File: config.mk
export PLATFORM = sky130hd
export DESIGN_NAME = rect_fill_engine
export DESIGN_NICKNAME = d
export VERILOG_FILES = /design/src/hw/renderer_pkg.sv /design/src/hw/rect_fill_engine.sv
export SDC_FILE = /design/constraint.sdc
export NUM_CORES = 1
export LEC_CHECK = 0
export BUFFER_PORTS_ARGS = -buffer_cell sky130_fd_sc_hd__buf_2
export CORE_MARGIN = 3
export CORE_UTILIZATION = 25
export CTS_CLUSTER_SIZE = 24
export DETAILED_ROUTE_END_ITERATION = 8
export PLACE_DENSITY = 0.48
export SETUP_SLACK_MARGIN = 0.05
export SLEW_MARGIN = 20
export SYNTH_ARGS = -nofsm -noshare
export SYNTH_HDL_FRONTEND = slang
export SYNTH_SLANG_ARGS = --single-unit
File: constraint.sdc
create_clock -name clk_in -period 2.39 [get_ports clk_in]
set_input_delay 0.239 -clock clk_in [delete_from_list [all_inputs] [get_ports clk_in]]
set_output_delay 0.239 -clock clk_in [all_outputs]
set_load 0.1 [all_outputs]
File: src/hw/renderer_pkg.sv
package renderer_pkg;

    // Frame geometry
    localparam int FB_WIDTH        = 64;                          // Pixels per line
    localparam int FB_HEIGHT       = 32;                          // Lines per frame
    localparam int NUM_BANKS       = 4;                           // Column interleave factor
    localparam int GROUPS_PER_ROW  = FB_WIDTH / NUM_BANKS;        // 16 groups of 4 columns
    localparam int BANK_DEPTH      = FB_HEIGHT * GROUPS_PER_ROW;  // Words per bank
    localparam int BANK_ADDR_W     = $clog2(BANK_DEPTH);          // 9 bit word address

    // Scan timing
    localparam int PREFETCH_OFFSET = 2;                           // Pixels read ahead
    localparam int READ_LATENCY    = 3;                           // Coordinate to RGB, in cycles

    typedef struct packed {
        logic [3:0] r;                                            // Red, top nibble
        logic [3:0] g;
        logic [3:0] b;                                            // Blue, bottom nibble
    } pixel_t;

    typedef enum logic {
        OP_CLEAR     = 1'b0,                                      // Whole frame
        OP_FILL_RECT = 1'b1                                       // Inclusive rectangle
    } fill_op_e;

    typedef enum logic {
        ST_IDLE = 1'b0,
        ST_RUN  = 1'b1
    } fill_state_e;

    typedef struct packed {
        fill_op_e   op;
        logic [5:0] x0;                                           // Corners in any order
        logic [5:0] x1;
        logic [4:0] y0;
        logic [4:0] y1;
        pixel_t     color;
    } draw_cmd_t;

    typedef struct packed {
        logic [NUM_BANKS-1:0]   mask;                             // One write enable per bank
        logic [BANK_ADDR_W-1:0] addr;                             // Same word in every bank
        pixel_t                 color;
    } group_write_t;

endpackage

File: src/hw/rect_fill_engine.sv
`timescale 1ns/1ns

module rect_fill_engine import renderer_pkg::*; (
    input  logic         clk_in,
    input  logic         rst_in,
    input  logic         cmd_valid,                     // One-cycle command strobe
    input  draw_cmd_t    cmd,                           // Sampled with the strobe
    output logic         busy,                          // High while groups are written
    output group_write_t wr                             // Broadcast to all banks
);

    fill_state_e state;                                 // Idle or filling

    // Ordered corners of the incoming command
    logic [5:0] cmd_x0;
    logic [5:0] cmd_x1;
    logic [4:0] cmd_y0;
    logic [4:0] cmd_y1;

    // Latched rectangle
    logic [5:0] rect_x0;
    logic [5:0] rect_x1;
    logic [4:0] rect_y1;
    pixel_t     rect_color;

    logic [3:0] grp_first;                              // Group holding the left edge
    logic [3:0] grp_last;                               // Group holding the right edge

    logic [4:0] row;                                    // Current row
    logic [3:0] grp;                                    // Current column group in row
    logic [5:0] group_col [NUM_BANKS];                  // Column index per bank lane

    logic accept;
    logic last_grp;
    logic last_row;

    assign accept    = cmd_valid && (state == ST_IDLE); // Strobes during busy are dropped
    assign busy      = (state == ST_RUN);
    assign grp_first = rect_x0[5:2];
    assign grp_last  = rect_x1[5:2];
    assign last_grp  = (grp == grp_last);
    assign last_row  = (row == rect_y1);

    // CLEAR becomes a full-frame rectangle, otherwise sort the corners
    always_comb begin
        if (cmd.op == OP_CLEAR) begin
            cmd_x0 = '0;
            cmd_x1 = 6'(FB_WIDTH - 1);
            cmd_y0 = '0;
            cmd_y1 = 5'(FB_HEIGHT - 1);
        end else begin
            cmd_x0 = (cmd.x0 <= cmd.x1) ? cmd.x0 : cmd.x1;   // Left edge
            cmd_x1 = (cmd.x0 <= cmd.x1) ? cmd.x1 : cmd.x0;   // Right edge
            cmd_y0 = (cmd.y0 <= cmd.y1) ? cmd.y0 : cmd.y1;   // Top edge
            cmd_y1 = (cmd.y0 <= cmd.y1) ? cmd.y1 : cmd.y0;   // Bottom edge
        end
    end

    // Walk groups left to right, then rows top to bottom
    always_ff @(posedge clk_in) begin
        if (rst_in) begin
            state <= ST_IDLE;
            row   <= '0;
            grp   <= '0;
        end else begin
            case (state)
                ST_IDLE: begin
                    if (accept) begin
                        state <= ST_RUN;
                        row   <= cmd_y0;                // Start at top-left group
                        grp   <= cmd_x0[5:2];
                    end
                end
                ST_RUN: begin
                    if (last_grp) begin
                        grp <= grp_first;               // Back to the left edge
                        if (last_row) begin
                            state <= ST_IDLE;           // Busy drops after final write
                        end else begin
                            row <= row + 5'd1;
                        end
                    end else begin
                        grp <= grp + 4'd1;
                    end
                end
                default: state <= ST_IDLE;
            endcase
        end
    end

    // Rectangle payload, only loaded on acceptance
    always_ff @(posedge clk_in) begin
        if (accept) begin
            rect_x0    <= cmd_x0;
            rect_x1    <= cmd_x1;
            rect_y1    <= cmd_y1;
            rect_color <= cmd.color;
        end
    end

    // Lane i covers column grp*4+i; trim lanes outside the rectangle edges
    always_comb begin
        for (int i = 0; i < NUM_BANKS; i++) begin
            group_col[i] = {grp, 2'(i)};
            wr.mask[i]   = busy && (group_col[i] >= rect_x0) && (group_col[i] <= rect_x1);
        end
        wr.addr  = {row, grp};                          // row * GROUPS_PER_ROW + group
        wr.color = rect_color;
    end

    // Counters stay inside the latched rectangle during a fill
    a_walk_in_rect: assert property (@(posedge clk_in) disable iff (rst_in)
        busy |-> (grp >= grp_first) && (grp <= grp_last) && (row <= rect_y1));

    // Every busy cycle writes at least one pixel
    a_run_write_ok: assert property (@(posedge clk_in) disable iff (rst_in)
        busy |-> (wr.mask != '0));

endmodule

# Word level (Yosys, flattened, before mapping)
# Index checks and enable logic that the tools add are counted.
[word_totals]
out_inout_bits = 26
in_bits = 38
regBits = 39
word_cells = 55
[op_classes]
n_reduce_logical = 10
add_sub_neg = 2
eq_ne = 5
n_mux = 17
n_bitwise = 1
magnitude_cmp = 10
[op_table]
columns = ["operator", "n"]
rows = [
  ["$le A6 B6 Y1", 5],
  ["$mux W5", 6],
  ["$ge A6 B6 Y1", 4],
  ["$mux W6", 3],
  ["$pmux W5 S2", 1],
  ["$logic_and A1 B1 Y1", 9],
  ["$mux W4", 2],
  ["$pmux W4 S2", 1],
  ["$add A5 B1 Y5 const B", 1],
  ["$eq A5 B5 Y1", 1],
  ["$le A5 B5 Y1", 1],
  ["$add A4 B1 Y4 const B", 1],
  ["$eq A4 B4 Y1", 1],
  ["$ne A2 B2 Y1 const B", 2],
  ["$mux W1", 3],
  ["$reduce_and A3 Y1", 1],
  ["$ne A2 B1 Y1 const B", 1],
  ["$pmux W1 S2", 1],
  ["$not A1 Y1", 1],
]

# Longest topological paths before layout
[logic_depth]
word_depth = 5
ltp_mapped = 8
depth_no_buf = 7

# Worst setup path before layout
# Ideal clock, no wire load.
[synth_timing]
path_type = "register to output"
startpoint = "register grp[0]"
endpoint = "output wr[22] (netlist name)"
path_slack_ns = -2.146
stages_incl_launch_ff = 7
arrival_ns = 4.297
required_time_ns = 2.151
path_cell_list = "dfxtp_1 -> inv_1 -> ha_1 -> and4_1 -> buf_2 -> nand2b_1 -> a221oi_1"
[synth_rtl]
columns = ["item", "line_no", "text"]
rows = [
  ["start: declaration", "rect_fill_engine.sv:30", "logic [3:0] grp;"],
  ["start signal: assignment", "rect_fill_engine.sv:71", "grp <= cmd_x0[5:2];"],
  ["start signal: assignment", "rect_fill_engine.sv:76", "grp <= grp_first;"],
  ["start signal: assignment", "rect_fill_engine.sv:83", "grp <= grp + 4'd1;"],
  ["end: declaration", "rect_fill_engine.sv:9", "output group_write_t wr"],
]

==> out/metrics.cfg <==
[clock_tree]
cts_buffers = 5
cts_tree = yes
cts_buffer_depth = 2
root_buffer = clkbuf_8
cts.clk_slew.worst_paths_ns = 0.09
clk_latency_ns = 0.30
h-tree-depth = 2
clock-sinks = 39

[setup_path]
cp.required_ns = 2.15
crit_path_top_delay_cell = ha_1
cp.arrival_ns = 1.98
crit_type = reg2out
critPathLaunchType = register
crit_buf_inv = 1
reg2reg_to = row[4]
rr_worst_depth = 6
end_kind = output port
crit_fanout = 5
r2r_slack_ns = 0.55
crit_path_cell_trace = ha_1 > and4_4 > nand3_4 > a221oi_4 > buf_12
slowest_delay_ns = 0.38
path_delay_family = adder cells
timing.rr.start = grp[3]

[timing]
finalCriticalPeriod_ns = 2.223
tightest_slew_ns = 0.5095
finalClockSkew_ns = 0.009094
rsz0062_at_grt = yes
fmax_ghz = 0.4499
slew_headroom_pct = 66.27
finalHoldViolations = 0
post-route-period-util_pct = 93.00
setup_violations = 0
maxSlewViolCount = 0

[floorplanning]
coreArea_um2 = 9955
die_h_um = 107.9
start_util_pct = 26.08
die_x_um = 107.9
row_count = 36
dieArea_um2 = 11640
pin_count = 64

[route]
ant_nets = 0
wl_per_cell_um = 13.99
vias = 2153
drtPass1Iterations = 4
wirelength_um = 6464
drtIter0Drc = 60
vias_per_cell = 4.660
route.detailed.drc = 0

[power_and_ir_drop]
p_sw_mw = 0.7233
finalPower_mw = 1.916
p_int_mw = 1.193
p_leak_nw = 1.424
swShare_pct = 37.75
peakVddDrop_v = 0.0001753
clock_power_share_pct = 24.7
pwr-share-seq_pct = 42.5
pwr_density_cell_nw_per_um2 = 566.0
p_comb_share_pct = 32.8

[global_routing]
gr-usage-all-layers_pct = 11.48
grt_overflow = 0
grt_first_pass_wirelength_um = 10750
grt_pass1_vias = 2169
antenna_found_initial = 0
grt_max_degree = 24

[worst_hold_path]
hold_class = in2reg
hp-start = cmd[8]
hold_depth = 1
min_to = wr[8]

[logic_synthesis]
synth_top_area_cell = edfxtp_1
synthAdderAreaFrac_pct = 11.08
synthCells = 257
synthFlopType = edfxtp_1
synth-edff-count = 29
syn_nets = 318
synthArstFlopShare_pct = 0
synthXorXnorAreaFrac_pct = 1.687
synth_top_family_by_area = compound AO/OA/AOI/OAI gates
synth_common_cells = nand2_1, edfxtp_1, inv_1, ha_1, a21oi_1
synth.distinct_cells = 54
yosysMostFrequentCell = nand2_1
synthSimpleGateAreaFrac_pct = 14.55
synth_top_area_share_pct = 33.54
synth_compound_area_share_pct = 20.63
yosys_warnings = 0
synth.avg_cell_area_um2 = 10.10
synth_mux_area_share_pct = 5.205
synth.cell_area_um2 = 2596
yosys-top-cells-area = edfxtp_1, ha_1, dfxtp_1
seq_area_frac_synth_pct = 41.25
ys_ff_latch = 39

[finish]
post-route-util_pct = 34.01
diodes = 0
nFillCells = 1039
area_growth_pct = 30.41
fin_area_um2 = 3386
drive_gt1_share_pct = 33.74
nets = 389

[placement]
gp_congestion = 0.8263
place_area_um2 = 3269
dp_hpwl_um = 5299
numPortBuffers = 63

[status]
status = completed

[run]
max_cap_viol_count = 0

==> worst max path at each step <==
stage | from | to | slack, ns | depth (start not counted)
2_1_floorplan | grp[3] | wr[22] | -0.09 | 6
3_3_place_gp | cmd[27] | rect_x0[0] | 0.32 | 8
3_5_place_dp | cmd[27] | rect_x1[0] | 0.29 | 8
4_1_cts | grp[3] | wr[24] | 0.05 | 5
5_1_grt | rect_x0[3] | wr[21] | 0.04 | 8
6_report | grp[3] | wr[24] | 0.17 | 5
==> power groups by stage <==
stage               clock network (mW)  logic (mW)  registers, mW
finish                           0.473       0.628          0.815
floorplan                            0       0.316          0.980
global placement                     0       0.622          0.831
CTS                              0.494       0.629          0.816
detailed placement                   0       0.626          0.832
global route                     0.520       0.685          0.822
==> cells in the final DEF (no fill, tap or decap), types with 6 or more instances in the layout <==
cell,instances
ha_1,20
o21ai_0,6
edfxtp_1,29
dfxtp_1,6
buf_4,7
buf_2,59
nand2_1,35
o211ai_1,14
a21oi_1,13
inv_1,27
o2bb2ai_1,6
mux2i_1,12
==> metrics by stage <==
stage | setup slack [ns] | setup TNS (ns) | hold WS, ns | cells
5_1_grt | 0.04273 | 0 | 0.09425 | 462
4_1_cts | 0.04731 | 0 | 0.1013 | 461
6_report | 0.1673 | 0 | 0.1075 | 462
3_3_place_gp | 0.3233 | 0 | 0.4163 | 453
2_1_floorplan | -0.08699 | -0.1669 | 0.3379 | 257
3_5_place_dp | 0.2856 | 0 | 0.4172 | 453
==> layer usage <==
layer	wire [µm]	vias up	track usage (%)	part of all wire (%)
met1	3196	1006	15.66	49
li1	-	1107	-	-
met5	0	-	0	0
met2	2981	34	18.56	46
met3	187	6	1.800	2.9
met4	99	0	3.787	1.5
==> final cells by class <==
type	instances	area, µm²	area share (%)
clock buffers	5	68.82	2.033
clock inverters	3	23.77	0.7021
inverters	28	107.6	3.178
multi-input cells	184	1505	44.46
flip-flops and latches	39	1086	32.08
well taps	133	166.4	4.915
repair buffers	70	427.9	12.64
==> logic make-up after synthesis <==
kind of cell               count (synthesis)
adders and majority gates                 23
DFF                                       39
AOI/OAI and AO/OA                         73
muxes                                     13
buffers and inverters                     34
xor gates and xnor gates                   5
and+or+nand+nor                           70
==> registers in the layout, indices dropped and copies added (netlist names) <==
name / cells
wr: 12
busy: 1
row: 5
rect_x1: 6
rect_y1: 5
rect_x0: 6
grp: 4
==> what timing repair did <==
action,CTS,global route
hold buffers,0,0
pin swaps,0,2
resized for setup,2,7
cloned,0,0
setup buffers,0,1
endpoints found under the setup margin,4,4
Power figures use the tool's default switching activity.
