File: src/hw/renderer_pkg.sv
package renderer_pkg;

    // Frame geometry
    localparam int FB_WIDTH        = 64;                          // Pixels per line
    localparam int FB_HEIGHT       = 32;                          // Lines per frame
    localparam int NUM_BANKS       = 4;                           // Column interleave factor
    localparam int GROUPS_PER_ROW  = FB_WIDTH / NUM_BANKS;        // 16 groups of 4 columns
    localparam int BANK_DEPTH      = FB_HEIGHT * GROUPS_PER_ROW;  // Words per bank
    localparam int BANK_ADDR_W     = $clog2(BANK_DEPTH);          // 9 bit word address

    // Scan timing
    localparam int PREFETCH_OFFSET = 2;                           // Pixels read ahead
    localparam int READ_LATENCY    = 3;                           // Coordinate to RGB, in cycles

    typedef struct packed {
        logic [3:0] r;                                            // Red, top nibble
        logic [3:0] g;
        logic [3:0] b;                                            // Blue, bottom nibble
    } pixel_t;

    typedef enum logic {
        OP_CLEAR     = 1'b0,                                      // Whole frame
        OP_FILL_RECT = 1'b1                                       // Inclusive rectangle
    } fill_op_e;

    typedef enum logic {
        ST_IDLE = 1'b0,
        ST_RUN  = 1'b1
    } fill_state_e;

    typedef struct packed {
        fill_op_e   op;
        logic [5:0] x0;                                           // Corners in any order
        logic [5:0] x1;
        logic [4:0] y0;
        logic [4:0] y1;
        pixel_t     color;
    } draw_cmd_t;

    typedef struct packed {
        logic [NUM_BANKS-1:0]   mask;                             // One write enable per bank
        logic [BANK_ADDR_W-1:0] addr;                             // Same word in every bank
        pixel_t                 color;
    } group_write_t;

endpackage

File: src/hw/scan_prefetch_reader.sv
`timescale 1ns/1ns

module scan_prefetch_reader import renderer_pkg::*; (
    input  logic                   clk_in,
    input  logic                   rst_in,
    input  logic [10:0]            x_in,             // Scan column
    input  logic [9:0]             y_in,             // Scan row
    input  pixel_t                 bank_data [NUM_BANKS],
    output logic [BANK_ADDR_W-1:0] rd_addr,          // Shared by all banks
    output logic [3:0]             r_out,
    output logic [3:0]             g_out,
    output logic [3:0]             b_out
);

    logic [11:0] x_ahead;                            // Column plus offset, before wrap
    logic [11:0] pre_x;                              // Wrapped prefetch column
    logic [9:0]  pre_y;                              // Prefetch row
    logic [1:0]  bank_sel;                           // Bank of the prefetch pixel

    // Select follows the two bank stages
    logic [1:0]  sel_pipe [READ_LATENCY-1];
    pixel_t      pix_sel;

    assign x_ahead = {1'b0, x_in} + 12'(PREFETCH_OFFSET);

    // Wrap at line end, and at the frame end back to row 0
    always_comb begin
        if (x_ahead >= 12'(FB_WIDTH)) begin
            pre_x = x_ahead - 12'(FB_WIDTH);
            if (y_in == 10'(FB_HEIGHT - 1)) begin
                pre_y = '0;
            end else begin
                pre_y = y_in + 10'd1;
            end
        end else begin
            pre_x = x_ahead;
            pre_y = y_in;
        end
    end

    assign rd_addr  = {pre_y[4:0], pre_x[5:2]};      // row * GROUPS_PER_ROW + x / NUM_BANKS
    assign bank_sel = pre_x[1:0];                    // x mod NUM_BANKS

    always_ff @(posedge clk_in) begin
        if (rst_in) begin
            for (int i = 0; i < READ_LATENCY - 1; i++) begin
                sel_pipe[i] <= '0;
            end
        end else begin
            sel_pipe[0] <= bank_sel;
            for (int i = 1; i < READ_LATENCY - 1; i++) begin
                sel_pipe[i] <= sel_pipe[i-1];
            end
        end
    end

    assign pix_sel = bank_data[sel_pipe[READ_LATENCY-2]];   // Lines up with rd_data

    // Output register, cleared by reset
    always_ff @(posedge clk_in) begin
        if (rst_in) begin
            r_out <= '0;
            g_out <= '0;
            b_out <= '0;
        end else begin
            r_out <= pix_sel.r;
            g_out <= pix_sel.g;
            b_out <= pix_sel.b;
        end
    end

    // The scan must stay inside the stored frame
    a_scan_in_frame: assert property (@(posedge clk_in) disable iff (rst_in)
        (x_in < FB_WIDTH) && (y_in < FB_HEIGHT));

endmodule

File: config.mk
export PLATFORM = sky130hd
export DESIGN_NAME = scan_prefetch_reader
export DESIGN_NICKNAME = d
export VERILOG_FILES = /design/src/hw/renderer_pkg.sv /design/src/hw/scan_prefetch_reader.sv
export SDC_FILE = /design/constraint.sdc
export NUM_CORES = 1
export LEC_CHECK = 0
export ABC_AREA = 1
export ABC_CLOCK_PERIOD_IN_PS = 1300
export BUFFER_PORTS_ARGS = -buffer_cell sky130_fd_sc_hd__buf_2
export CORE_MARGIN = 5
export CORE_UTILIZATION = 38
export DETAILED_ROUTE_END_ITERATION = 10
export GPL_ROUTABILITY_DRIVEN = 0
export PLACE_DENSITY = 0.89
export SLEW_MARGIN = 20
export SYNTH_ARGS = -nofsm -noshare
export SYNTH_HDL_FRONTEND = slang
export SYNTH_SLANG_ARGS = --single-unit
File: constraint.sdc
create_clock -name clk_in -period 1.3 [get_ports clk_in]
set_input_delay 0.26 -clock clk_in [delete_from_list [all_inputs] [get_ports clk_in]]
set_output_delay 0.26 -clock clk_in [all_outputs]
set_load 0.05 [all_outputs]
# Word level (Yosys, flattened, before mapping)
# Memory sizes are Yosys's and may differ from the RTL's.
# Cells that the tools add are included.
# W data, S select, Z words.
dict set report classes {
  addsub 3
  magnitude_cmp 2
  eq_ne 1
  mux 11
  bitwise_logic 3
}
# op n
set op_table {}
lappend op_table {{$bmux W12 S2} 1}
lappend op_table {{$mux W12} 2}
lappend op_table {{$add A11 B2 Y12 const B} 1}
lappend op_table {{$ge A12 B7 Y1 const B} 1}
lappend op_table {{$eq A10 B5 Y1 const B} 1}
lappend op_table {{$mux W5} 2}
lappend op_table {{$mux W6} 1}
lappend op_table {{$sub A6 B1 Y6 const B} 1}
lappend op_table {{$add A5 B1 Y5 const B} 1}
lappend op_table {{$mux W2} 2}
lappend op_table {{$ge A3 B3 Y1 const B} 1}
lappend op_table {{$mux W1} 3}
lappend op_table {{$not A2 Y3} 1}
lappend op_table {{$or A1 B1 Y1} 2}
dict set report totals {
  register_bits 12
  ramBits 4
  out_inout_bits 21
  word_cells 24
  memories 1
}
# memory words width rd rd_clocked_by_memory_dff write_ports line
set memory_table {}
lappend memory_table {sel_pipe 2 2 2 0 2 scan_prefetch_reader.sv:21} ;# logic [1:0] sel_pipe [READ_LATENCY-1];

# Longest topological paths before layout
# An unclocked memory read counts as a cell.
dict set report depth {
  depth_word 5
  mapped_depth 8
}

# Worst setup path before layout
# Ideal clock, no wire load.
dict set report synth_path {
  path_type {input to output}
  start {input x_in[1]}
  end {output rd_addr[4]}
  arrival_ns 1.213
  required_ns 1.040
  setup_slack_ns -0.173
  cell_stages 6
  path_cell_list {ha_1 nand3_1 nand2_1 nand2_2 nand4_1 nand2_1}
}
dict set report synth_via {
  elab_chain_len 3
}
# element line
set synth_lines {}
lappend synth_lines {{start: declaration} scan_prefetch_reader.sv:6} ;# input logic [10:0] x_in,
lappend synth_lines {{$add A11 B2 Y12} scan_prefetch_reader.sv:24} ;# assign x_ahead = {1'b0, x_in} + 12'(PREFETCH_OFFSET);
lappend synth_lines {{$ge A12 B7 Y1} scan_prefetch_reader.sv:28} ;# if (x_ahead >= 12'(FB_WIDTH)) begin
lappend synth_lines {{$mux W5} scan_prefetch_reader.sv:28}
lappend synth_lines {{end: declaration} scan_prefetch_reader.sv:9} ;# output logic [BANK_ADDR_W-1:0] rd_addr,
# Every way passes these cells.

# Worst setup path in the final report
dict set report layout_path {
  start {input y_in[1]}
  end {output rd_addr[4]}
}
dict set report layout_via {
  elab_chain_len 3
}
# element line
set layout_lines {}
lappend layout_lines {{start: declaration} scan_prefetch_reader.sv:7} ;# input logic [9:0] y_in,
lappend layout_lines {{$eq A10 B5 Y1} scan_prefetch_reader.sv:30} ;# if (y_in == 10'(FB_HEIGHT - 1)) begin
lappend layout_lines {{$mux W5} scan_prefetch_reader.sv:30}
lappend layout_lines {{$mux W5} scan_prefetch_reader.sv:28}
# Every way passes these cells.

==> results.txt <==
- Counting flops with a built-in enable in the synthesized netlist gives 0.
* Global-route usage over all layers: a little under a fifth
- Number of rows in the core area: 19
- Of all cell types, the one taking the most synthesized area is dfxtp_1.
- Power spread over the standard cell area amounts to between 700 and 800 nW/um^2.
- Register-to-register setup slack: 0.28 ns
- Met1 layer wirelength in the final routing: 1.37 mm
- Start point of the critical path: y_in[1]
* Initial standard-cell utilization of the core: 39.8%
* Clock power share: 20.9%
- The routed design has approximately 4 mm of wire.
- The path class of the tightest hold or removal check is input port to flop.
- At the pin with the least slew margin, the transition time is roughly 0.37 ns.
- Floorplan core area: 2780 sq um
* Final worst-path cycle share: 116%
- Hold worst-path end: sel_pipe[0][0]$_SDFF_PP0_
* Maximum number of pins on one net before global-route repair: 25
- A synthesized cell averages 6.21 sq um.
* Failing checks: setup timing
- Among all flip-flop cells after synthesis, the most frequent one is dfxtp_1.
- The area growth from synthesis to layout is 75.5%.
- For this design the top-level I/O count stands at around 90.
* Via count of the first global-routing pass: between 1000 and 1500
- Once routing completed, OpenROAD measured the worst setup slack at -0.207 ns.
- Clock tree from TritonCTS: done
- Root Driver: clkbuf_4
- Of all flip-flops after synthesis, the portion carrying an async set or reset was 0%.
* Post-CTS clock slew at the launch and capture registers of the worst setup and hold paths: about 0.10 ns
- Time the final worst path needs with I/O delays and setup: between 1.5 and 2 ns
* RR Endpoint: r_out[0]$_SDFF_PP0_
* Maxcap violations: 0
* Top-area cell type share of the netlist area: slightly below 30%
- # nets final: 348
- Cells with a size suffix above 1 make up 51.8% of the layout.
* Maximum fanout along the worst path: 3
- Horizontal die dimension: approximately 64 um
- In the final routed layout, each cell accounts on average for 13.2 um.
- The number of clock buffers added by TritonCTS is 3.
- Worst reg-to-reg path cell count: 5
- Number of buffers inserted by post-CTS setup repair: 0
- At the later pin of the worst-skew pair, clock insertion delay measures around 0.28 ns.
- The first TritonRoute pass finished after 4 iterations.
- Sorting the synthesized cells by area gives the leading types as dfxtp_1 (29%), nor2_1 (20%), o21ai_0 (9.5%), nand2_1 (6.8%), a21oi_1 (5.4%).
* Wire length of the first global-routing pass: between 6 and 7 mm
* Number of max-slew violations in the final report: 0
* Internal power of the cells: 964 uW
- Cell area after synthesis: 1110 sq um
* Number of antenna violations at the first check in global routing: 0
- For the worst setup path, the data required time is ~1.0 ns.
- Post-detail-place hpwl: a little under 3 mm
- Summing the sequential cell areas from Yosys gives between 20% and 30% of the chip area.
- Setup violations remaining at the end of the flow were counted as 5.
- The number of placed instances, taps included, is 301.
- CTS Hold Buffers Added: 0
- The routed layout has approximately 1500 vias.
- Violation count after the first detailed-route iteration: approximately 120
- Of the total power, the share spent switching nets is approximately 38%.
* Endpoint type of the worst setup path: output port
- Post-route DRC: 0
* Arr. time, crit path: 1.25 ns
* Post-Syn Instances: 178
- Max layer used: met4
* Sequential share of power: between 30% and 40%
* Unrepaired setup endpoints after global routing: yes
- Via count normalized by instance count: 4.86
- Final antenna diode count: 0
* Overall die area: about 4100 sq um
- The number of endpoints with negative hold slack in the final report is 0.
* Hold Path Origin: x_in[0]
- Measured against its own limit, the worst slew margin works out to approximately three quarters.
* Seq cells post-synth: 16
* Element type at the critical path start: input port
- Comb power frac: 44.6%
* WHS Path Cells: 3
- Num Clock Sinks: 16
* Grt total ovfl: 0
- The longest clock path from root to sink contains 2 buffers.
- Clock Skew: ~0.01 ns
- In this run the remaining antenna-violating nets after routing total 0.
- Beginning of the worst register-to-register path: sel_pipe[0][2]$_SDFF_PP0_
- The critical path is of the input port to output port type.
* Total of warnings raised by yosys: 0
- Die Y-Extent: approximately 64 um
- The flow ran to the end, but the final reports show violations.
- For this run, the number of standard cells in the final layout without fillers is between 300 and 400.
- VDD sags by at most ~0.75 mV.
- The routed design uses ~340 um of met3 wire.
- Buffers placed on the I/O ports in this run total 91.
* Met2 wirelength from detailed routing: roughly 2.2 mm
- Switching pwr: ~580 uW
- Post-synth cell types: 22
- OpenSTA, run right after detailed placement, puts the worst setup slack at -0.339 ns.
* Static leakage: ~0.001 uW
- In this run the number of H-tree levels came out at 1.
* Post-synthesis net count: about 250
* Top achievable clock speed: 663 MHz
==> Yosys cell counts (2+ instances only) <==
library cell  number
nand3_1            3
buf_4              7
inv_1             12
nand4_1            6
xor2_1             3
dfxtp_1           16
o21ai_1            3
clkbuf_2           2
a21oi_1           12
nand2_1           20
o21ai_0           21
ha_1               2
nor2_1            58
buf_2              4
xnor2_1            2
==> sequential cells by signal, indices dropped and copies added (netlist names) <==
signal,flops
g_out,4
sel_pipe,4
b_out,4
r_out,4
==> timing repair <==
| item | 4_1_cts | 5_1_grt |
|---|---|---|
| resized for setup | 38 | 20 |
| pin swaps | 16 | 15 |
| setup endpoints to repair | 7 | 6 |
==> area by class of cell <==
| cell class | instances | area, sq um |
|---|---|---|
| repair buffers | 106 | 663 |
| flip-flops and latches | 16 | 320 |
| inverters | 13 | 48.8 |
| well taps | 31 | 38.8 |
| clock buffers | 4 | 36.3 |
| multi-input cells | 135 | 833 |
| fillers | 227 | 841 |
==> how the worst max path moves through the flow <==
stage / to / slack, ns / depth (start not counted)
5_1_grt: rd_addr[4] / -0.26 / 10
6_report: rd_addr[4] / -0.21 / 10
4_1_cts: rd_addr[7] / -0.20 / 9
3_3_place_gp: rd_addr[8] / -0.30 / 9
2_1_floorplan: rd_addr[8] / 0.004 / 7
3_5_place_dp: rd_addr[5] / -0.34 / 10
==> critical path, stage by stage <==
cell	delay (ns)
buf_2	0.11
ha_4	0.13
nand2_2	0.06
nor2_4	0.12
nand3_2	0.12
nand2_1	0.10
inv_1	0.07
nand2_4	0.07
nand2_4	0.05
buf_8	0.14
==> per-stage QoR <==
step	total power [uW]	cell area (sq um)	hold WS, ns	setup TNS [ns]	util (%)
after floorplan	937	1160	0.332	0	-
after global placement	1120	1680	0.390	-1.59	60.5
after detailed placement	1130	1680	0.396	-1.85	60.5
after CTS	1520	1860	0.166	-0.932	66.9
after global routing	1640	1940	0.185	-1.30	69.8
final	1540	1940	0.187	-0.978	69.8
==> power groups by stage <==
stage                     logic (uW)  clock network [uW]  registers, uW
after floorplan                  292                   0            645
after global placement           579                   0            542
after detailed placement         590                   0            544
after CTS                        651                 337            532
after global routing             741                 363            536
final                            688                 323            532
==> cells by family (layout without fill, tap and decap cells) <==
group                    Yosys count  count (layout)  synth area share (%)
adder cells (fa/ha/maj)            2               2                  2.26
buffers and inverters             27             123                  12.2
AO/OA/AOI/OAI                     37              37                  17.8
XOR/XNOR                           5               5                  3.96
flip-flops                        16              16                  29.0
AND/OR/NAND/NOR                   91              91                  34.8
==> per-layer routing <==
layer,global-route usage [%],vias up
li1,-,756
met1,20.4,654
met2,35.1,63
met3,3.33,10
met4,7.01,0
met5,0,-
==> placed cells by master, fill, tap and decap left out <==
cell,Yosys,final
xor2_2,0,1
clkbuf_4,0,3
o21ai_1,3,3
buf_4,7,15
xnor2_1,2,1
ha_4,0,2
nor2_1,58,54
inv_1,12,10
nor2_2,0,3
o21ai_4,1,1
clkbuf_8,0,1
inv_2,1,3
xor2_1,3,2
nand4_1,6,6
dfxtp_1,16,16
nand3_1,3,1
nand3_2,1,1
buf_2,4,80
o21ai_0,21,21
nor2_4,0,1
and2_4,0,1
buf_8,0,7
nand2_2,1,2
nand3_4,1,3
nand2_4,0,13
xnor2_2,0,1
buf_6,0,4
nand2_1,20,6
a21oi_1,12,12
(Power assumes the default switching activity.)
